File: config.mk
export PLATFORM = sky130hd
export DESIGN_NAME = wb_req_route
export DESIGN_NICKNAME = d
export VERILOG_FILES = /design/src/xbar_pkg.sv /design/src/wb_req_route.sv
export SDC_FILE = /design/constraint.sdc
export NUM_CORES = 1
export LEC_CHECK = 0
export ABC_AREA = 1
export ABC_CLOCK_PERIOD_IN_PS = 800
export CAP_MARGIN = 10
export CORE_AREA = 2 2 110 112
export DETAILED_ROUTE_END_ITERATION = 6
export DIE_AREA = 0 0 112 114
export DONT_BUFFER_PORTS = 1
export PLACE_DENSITY = 0.42
export SETUP_SLACK_MARGIN = 0.5
export SLEW_MARGIN = 20
export SYNTH_ARGS = -nofsm -noshare
export SYNTH_HDL_FRONTEND = slang
export SYNTH_SLANG_ARGS = --single-unit
File: constraint.sdc
create_clock -name vclk -period 0.8
set_input_delay 0.04 -clock vclk [all_inputs]
set_output_delay 0.04 -clock vclk [all_outputs]
set_load 0.01 [all_outputs]
File: src/xbar_pkg.sv
`default_nettype none

package xbar_pkg;

  // Port counts
  localparam int NUM_INIT = 2;
  localparam int NUM_TGT  = 2;

  // Bus widths
  localparam int ADDR_W = 32;
  localparam int DATA_W = 32;
  localparam int SEL_W  = DATA_W / 8;

  // A target is hit when (adr & MASK) == BASE
  localparam logic [ADDR_W-1:0] TGT0_BASE = 32'h0000_0000;
  localparam logic [ADDR_W-1:0] TGT0_MASK = 32'hFFFF_0000;
  localparam logic [ADDR_W-1:0] TGT1_BASE = 32'h0001_0000;
  localparam logic [ADDR_W-1:0] TGT1_MASK = 32'hFFFF_0000;

  // Same map as tables indexed by target number
  localparam logic [NUM_TGT-1:0][ADDR_W-1:0] TGT_BASE = {TGT1_BASE, TGT0_BASE};
  localparam logic [NUM_TGT-1:0][ADDR_W-1:0] TGT_MASK = {TGT1_MASK, TGT0_MASK};

  // Initiator to target direction
  typedef struct packed {
    logic              cyc;
    logic              stb;
    logic              we;
    logic [ADDR_W-1:0] adr;
    logic [DATA_W-1:0] dat;
    logic [SEL_W-1:0]  sel;
  } wb_req_t;

  // Target to initiator direction
  typedef struct packed {
    logic              ack;
    logic              err;
    logic [DATA_W-1:0] dat;
  } wb_rsp_t;

  // One extra code above the real targets selects the error responder
  typedef logic [$clog2(NUM_TGT+1)-1:0] tgt_idx_t;
  typedef logic [$clog2(NUM_INIT)-1:0]  init_idx_t;

  localparam tgt_idx_t ERR_IDX = tgt_idx_t'(NUM_TGT);

endpackage

`default_nettype wire
File: src/wb_req_route.sv
`timescale 1ns/1ps
`default_nettype none

module wb_req_route (
  input  wire  xbar_pkg::wb_req_t   [xbar_pkg::NUM_INIT-1:0] req_i,
  input  wire  xbar_pkg::init_idx_t [xbar_pkg::NUM_TGT-1:0]  owner_i,
  input  wire  logic                [xbar_pkg::NUM_TGT-1:0]  owner_vld_i,
  output xbar_pkg::wb_req_t         [xbar_pkg::NUM_TGT-1:0]  tgt_req_o
);

  always_comb begin
    for (int t = 0; t < xbar_pkg::NUM_TGT; t++) begin
      tgt_req_o[t] = '0; // Unowned target sees an idle bus
      for (int i = 0; i < xbar_pkg::NUM_INIT; i++) begin
        if (owner_vld_i[t] && (owner_i[t] == xbar_pkg::init_idx_t'(i))) begin
          tgt_req_o[t] = req_i[i];
        end
      end
    end
  end

endmodule

`default_nettype wire

==> results.json <==
{
  "grt_start_max_net_pins": 143,
  "drive_above_1_share_pct": 71.58,
  "ant_nets": 0,
  "maxSlewViolCount": 0,
  "routedWlPerCell_um": 21.00,
  "outcome": "finished, final reports clean",
  "routed_wl_mm": 12.92,
  "die_x_um": 112,
  "nets": 616,
  "hold_class": "in -> out",
  "cp.required_ns": 0.76,
  "cp.arrival_ns": 0.62,
  "final_common_cell": "nand3_1",
  "grt_pass1_vias": 3268,
  "area_growth_pct": 66.90,
  "antenna_found_initial": 0,
  "initial_utilization_pct": 24.66,
  "netlist_instances": 490,
  "finalCritPeriodShare_pct": 82.24,
  "p_total_mw": 2.065,
  "tightest_slew_ns": 0.3652,
  "hold_end": "tgt_req_o[55]",
  "port-buffer-count": 0,
  "drt_pass1_iterations": 4,
  "timing.final.ws_setup_ns": 0.1420,
  "seq_cell_count": 0,
  "synthesis.nets": 636,
  "fp.coreArea_mm2": 0.01171,
  "critPathMaxStageDelay_ns": 0.15,
  "fin_tns_setup_ns": 0,
  "startpoint_type": "primary input",
  "synth_warnings": 0,
  "seq_area_frac_synth_pct": 0,
  "drt-initial-drc-count": 225,
  "finalSetupViolCount": 0,
  "cap_violations": 0,
  "final_cell_mix": "nand3_1 (133), nand3_2 (98), nand2_2 (91)",
  "drc": 0,
  "routed_via_density": 5.854,
  "grt_pass1_wl_mm": 17.58,
  "power_density_mw_per_mm2": 428.4,
  "grt_use_total_pct": 16.18,
  "nClkBuffers": 0,
  "dieArea_mm2": 0.01277,
  "diodes": 0,
  "dieHeight_um": 114,
  "min_from": "req_i[55]",
  "fin_crit_ns": 0.6580,
  "vias": 3600,
  "stdcell_count": 615,
  "end_kind": "output port",
  "max_freq_ghz": 1.520,
  "slew_headroom_pct": 75.65,
  "overflow": 0,
  "crit_slowest_cell": "clkbuf_16",
  "syn_area_mm2": 0.002888,
  "leakagePower_nw": 1.788,
  "place_congestion": 0.8527,
  "cp_max_fo": 72,
  "critPathKind": "in -> out",
  "rsz0062_at_grt": "true",
  "regArea_um2": 0,
  "io_pins": 288,
  "holdPathStages": 2,
  "rows": 40,
  "avgSynthCellArea_um2": 5.893,
  "hold_viol": 0,
  "dpl.cell_count": 584,
  "hpwl_mm": 7.320,
  "synthDistinctLibCells": 10,
  "crit_chain": "clkinv_16 -> buf_12 -> clkbuf_16 -> nand3_2 -> nand2_2",
  "dpl_worst_slack_ns": 0.1663,
  "peakVddDrop_mv": 0.1949
}
-- per-layer routing --
metal  track usage, %  vias to the layer above  wire length [um]
li1                 -                     1669                 -
met1            19.99                     1743              4741
met4           0.6504                        0                48
met2            31.27                      182              7207
met5                0                        -                 0
met3            2.391                        6               921
-- kinds of logic (layout without fill, tap and decap cells) --
kind of cell / after synthesis / after routing / share of synthesized area (%)
AND/OR/NAND/NOR: 426 / 426 / 80.68
buffers and inverters: 64 / 42 / 19.32
-- worst max path at each step --
stage | from | endpoint | cells after the start
floorplan | owner_vld_i[0] | tgt_req_o[10] | 5
global placement | owner_i[0] | tgt_req_o[51] | 4
detailed placement | owner_i[1] | tgt_req_o[132] | 4
CTS | owner_i[0] | tgt_req_o[27] | 5
global route | owner_i[0] | tgt_req_o[47] | 5
finish | owner_i[0] | tgt_req_o[47] | 5
-- Yosys cell counts (all sizes together) --
master | n | area share [%]
buf | 62 | 19
clkinv | 1 | 0.17
inv | 1 | 0.22
nand2 | 142 | 18
nand3 | 284 | 62
-- worst max-delay path, delay by kind of cell --
kind,cells,cell delay [ns]
AND/OR/NAND/NOR,2,0.16
buffers and inverters,3,0.37
-- final cells by class --
cell class | count | area, um^2
Fill cell | 1137 | 6892
Inverter | 2 | 60.06
Timing Repair Buffer | 38 | 797.0
Tap cell | 147 | 183.9
Multi-Input combinational cell | 426 | 3719
Timing Repair inverter | 2 | 60.06
-- report_power, final --
part,leakage (nW),switching [mW],total (mW),internal [mW]
Combinational,1.79,1.11,2.06,0.954
Sequential,0,0,0,0
Clock,0,0,0,0
Total,1.79,1.11,2.06,0.954
-- stage by stage --
stage	util (%)	area, um^2	hold WS [ns]
after floorplan	-	3561	0.1801
after global placement	27.77	3252	0.1916
after detailed placement	27.77	3252	0.1917
after CTS	34.23	4009	0.1906
after global routing	41.15	4820	0.1905
final	41.15	4820	0.1877
-- timing repair --
| item | CTS | global route |
|---|---|---|
| gates resized for setup | 75 | 113 |
| buffers inserted | 15 | 0 |
| endpoints found under the setup margin | 142 | 142 |
| hold buffers | 0 | 0 |
| pin swaps | 52 | 85 |
| gates cloned | 11 | 5 |
Note: power is estimated with default switching activity, not from simulation.
