**config.mk**
```make
export PLATFORM = sky130hd
export DESIGN_NAME = wb_rsp_route
export DESIGN_NICKNAME = d
export VERILOG_FILES = /design/src/xbar_pkg.sv /design/src/wb_rsp_route.sv
export SDC_FILE = /design/constraint.sdc
export NUM_CORES = 1
export LEC_CHECK = 0
export BUFFER_PORTS_ARGS = -buffer_cell sky130_fd_sc_hd__clkbuf_2
export CAP_MARGIN = 10
export CORE_ASPECT_RATIO = 0.8
export CORE_MARGIN = 2
export CORE_UTILIZATION = 30
export DETAILED_ROUTE_END_ITERATION = 10
export GPL_TIMING_DRIVEN = 0
export PLACE_DENSITY = 0.68
export SYNTH_ARGS = -nofsm -noshare
export SYNTH_HDL_FRONTEND = slang
export SYNTH_SLANG_ARGS = --single-unit
export TNS_END_PERCENT = 1
```
**constraint.sdc**
```tcl
create_clock -name vclk -period 2.3
set_input_delay 0.46 -clock vclk [all_inputs]
set_output_delay 0.46 -clock vclk [all_outputs]
set_load 0.03 [all_outputs]
```
**src/xbar_pkg.sv**
```systemverilog
`default_nettype none

package xbar_pkg;

  // Port counts
  localparam int NUM_INIT = 2;
  localparam int NUM_TGT  = 2;

  // Bus widths
  localparam int ADDR_W = 32;
  localparam int DATA_W = 32;
  localparam int SEL_W  = DATA_W / 8;

  // A target is hit when (adr & MASK) == BASE
  localparam logic [ADDR_W-1:0] TGT0_BASE = 32'h0000_0000;
  localparam logic [ADDR_W-1:0] TGT0_MASK = 32'hFFFF_0000;
  localparam logic [ADDR_W-1:0] TGT1_BASE = 32'h0001_0000;
  localparam logic [ADDR_W-1:0] TGT1_MASK = 32'hFFFF_0000;

  // Same map as tables indexed by target number
  localparam logic [NUM_TGT-1:0][ADDR_W-1:0] TGT_BASE = {TGT1_BASE, TGT0_BASE};
  localparam logic [NUM_TGT-1:0][ADDR_W-1:0] TGT_MASK = {TGT1_MASK, TGT0_MASK};

  // Initiator to target direction
  typedef struct packed {
    logic              cyc;
    logic              stb;
    logic              we;
    logic [ADDR_W-1:0] adr;
    logic [DATA_W-1:0] dat;
    logic [SEL_W-1:0]  sel;
  } wb_req_t;

  // Target to initiator direction
  typedef struct packed {
    logic              ack;
    logic              err;
    logic [DATA_W-1:0] dat;
  } wb_rsp_t;

  // One extra code above the real targets selects the error responder
  typedef logic [$clog2(NUM_TGT+1)-1:0] tgt_idx_t;
  typedef logic [$clog2(NUM_INIT)-1:0]  init_idx_t;

  localparam tgt_idx_t ERR_IDX = tgt_idx_t'(NUM_TGT);

endpackage

`default_nettype wire
```
**src/wb_rsp_route.sv**
```systemverilog
`timescale 1ns/1ps
`default_nettype none

module wb_rsp_route (
  input  wire  xbar_pkg::wb_rsp_t  [xbar_pkg::NUM_TGT-1:0]  tgt_rsp_i,
  input  wire  xbar_pkg::wb_rsp_t  [xbar_pkg::NUM_INIT-1:0] err_rsp_i,
  input  wire  xbar_pkg::tgt_idx_t [xbar_pkg::NUM_INIT-1:0] route_i,
  input  wire  logic               [xbar_pkg::NUM_INIT-1:0] route_vld_i,
  output xbar_pkg::wb_rsp_t        [xbar_pkg::NUM_INIT-1:0] init_rsp_o
);

  always_comb begin
    for (int i = 0; i < xbar_pkg::NUM_INIT; i++) begin
      init_rsp_o[i] = '0;
      if (route_vld_i[i]) begin
        // Error responder sits one index above the real targets
        if (route_i[i] == xbar_pkg::ERR_IDX) begin
          init_rsp_o[i] = err_rsp_i[i];
        end else begin
          for (int t = 0; t < xbar_pkg::NUM_TGT; t++) begin
            if (route_i[i] == xbar_pkg::tgt_idx_t'(t)) init_rsp_o[i] = tgt_rsp_i[t];
          end
        end
      end
    end
  end

endmodule

`default_nettype wire

```
==> impl_results.md <==
- Status: completed
- DP Area: 3319 um2
- Max frequency: 506.7 MHz
- Die ar.: 7967 um2
- Largest net degree at the start of global routing: 11
- Leak: 0.001789 uW
- Core ar.: 6959 um2
- Synth Cell Area: 2180 um2
- Crit path time final: 1.973 ns
- First-pass iteration count of the detailed router: 4
- I/O pins: 210
- Area delta synth->final: 52.30%
- Worst-path maximum fanout: 10
- # diodes: 0
- Post-Synthesis Cells: 306
- YS warnings: 0
- Worst VDD drop: 92.39 uV
- CTS Hold Bufs: 0
- Period utilization: ~86%
- Arr. time, crit path: 1.51 ns
- Top post-synthesis cells by area: mux2i_1 31%, nand3b_1 23%, and2_1 20%
- Setup TNS: 0 ns
- Drt drc: 0
- Via-to-Cell Ratio: 5.244
- # clk buffers: 0
- Final max-slew violation count: 0
- Initial antenna violation count: 0
- Worst Setup SP: route_i[3]
- Power, Total: 720.0 uW
- Max_cap viols: 0
- FF/Latch Area: 0 um2
- Final instance area: 3319 um2
- Syn Nets: 448
- ANT nets after route: 0
- Die height: about 80 um
- Vias in the first global route: 3094
- Std-Cell Rows: 27
- Setup ws final: 0.3266 ns
- Pwr dens: between 200 and 250 nW/um2
- Remaining global-route overflow: 0
- Place WS: approximately 0.35 ns
- Multi-input logic area: 1957 um2
- Initial DRC Count: 96
- Routed wire length: 9251 um
- Post-CTS Resized: 0
- Max_slew headroom: 65.43%
- Chip width: 99.30 um
- Final setup fails: 0
- RSZ-0062 raised after global routing: no
- Syn_area_per_cell: 7.123 um2
- Routed wire per std cell: 15.44 um
- Top cell type's share of synthesized area: 31.23%
- Final-report hold violation count: 0
- Min-delay worst type: primary input to output pin
- Placer congestion estimate: 0.8757
- Tightest Pin Transition: around 0.52 ns
- Setup crit end kind: output pin
- First-pass GRT wire length: 14480 um
- CP Capture Point: init_rsp_o[54]
- Vias: around 3100
- Number of sequential cells: 0
- PortBufs: 206
- Synth cell types: 10
- Crit Path Category: primary input to output pin
- Layout Nets: 656
- Proportion of layout cells with a drive suffix above 1: 43.75%
- WHS Path Cells: 3
- Detailed placer's ending HPWL: 7655 um
- Startpoint types: primary input
- Initial Utilization: 31.32%
- Sequential fraction of the synthesis area: 0%
- Largest area contributor in the netlist: mux2i_1
- Postcts setup bufs: 0
- Gr usage total: 21.55%
- CP required: 1.84 ns
- Fillcell total: 704
-- cell usage in the layout, fill, tap and decap left out --
master | Yosys | layout
mux2i_1 | 68 | 68
buf_12 | 4 | 4
o21ai_1 | 64 | 64
buf_2 | 12 | 12
buf_1 | 2 | 2
buf_6 | 2 | 2
clkbuf_2 | 0 | 206
o21ai_0 | 4 | 4
clkbuf_1 | 14 | 14
and2_1 | 68 | 68
nand3b_1 | 68 | 68
-- final cells by class --
class              instances  area share (%)
plain buffers             34           6.709
multi-input cells        272           58.95
well taps                 87           3.279
repair buffers           206           31.06
-- metrics by stage --
step | cells | hold WS, ns | utilization [%]
2_1_floorplan | 306 | 1.137 | -
3_3_place_gp | 599 | 1.371 | 47.70
3_5_place_dp | 599 | 1.374 | 47.70
4_1_cts | 599 | 1.374 | 47.70
5_1_grt | 599 | 1.400 | 47.70
6_report | 599 | 1.371 | 47.70
-- worst min-delay path by stage --
stage | start | endpoint
after floorplan | route_vld_i[0] | init_rsp_o[25]
after global placement | route_vld_i[1] | init_rsp_o[36]
after detailed placement | route_vld_i[1] | init_rsp_o[67]
after CTS | route_vld_i[1] | init_rsp_o[67]
after global routing | route_vld_i[1] | init_rsp_o[67]
final | route_vld_i[1] | init_rsp_o[67]
-- cells in the mapped netlist (all sizes together) --
master / n
and2: 68
buf: 20
clkbuf: 14
mux2i: 68
nand3b: 68
o21ai: 68
-- power by group --
group / switching, uW / internal [uW]
clock: 0 / 0
combinational: 413 / 307
sequential: 0 / 0
-- cells by family after synthesis --
logic type | count (synthesis) | synth area share (%)
AOI/OAI and AO/OA | 68 | 15.61
muxes | 68 | 31.23
buffers and inverters | 34 | 10.22
and+or+nand+nor | 136 | 42.94
-- routing by layer --
metal  vias up  track usage, %  part of all wire, %
met4         0           2.329                 0.58
met3         5           1.393                  8.1
met1      1477           26.97                   42
met2       151           41.62                   49
li1       1508               -                    -
met5         -               0                    0
-- worst max-delay path: stages --
cell and delay (ns):
buf_2 0.21, buf_2 0.30, nand3b_1 0.10, o21ai_1 0.08
and2_1 0.15, clkbuf_2 0.20
No activity file was read; power rests on OpenSTA's default activity.
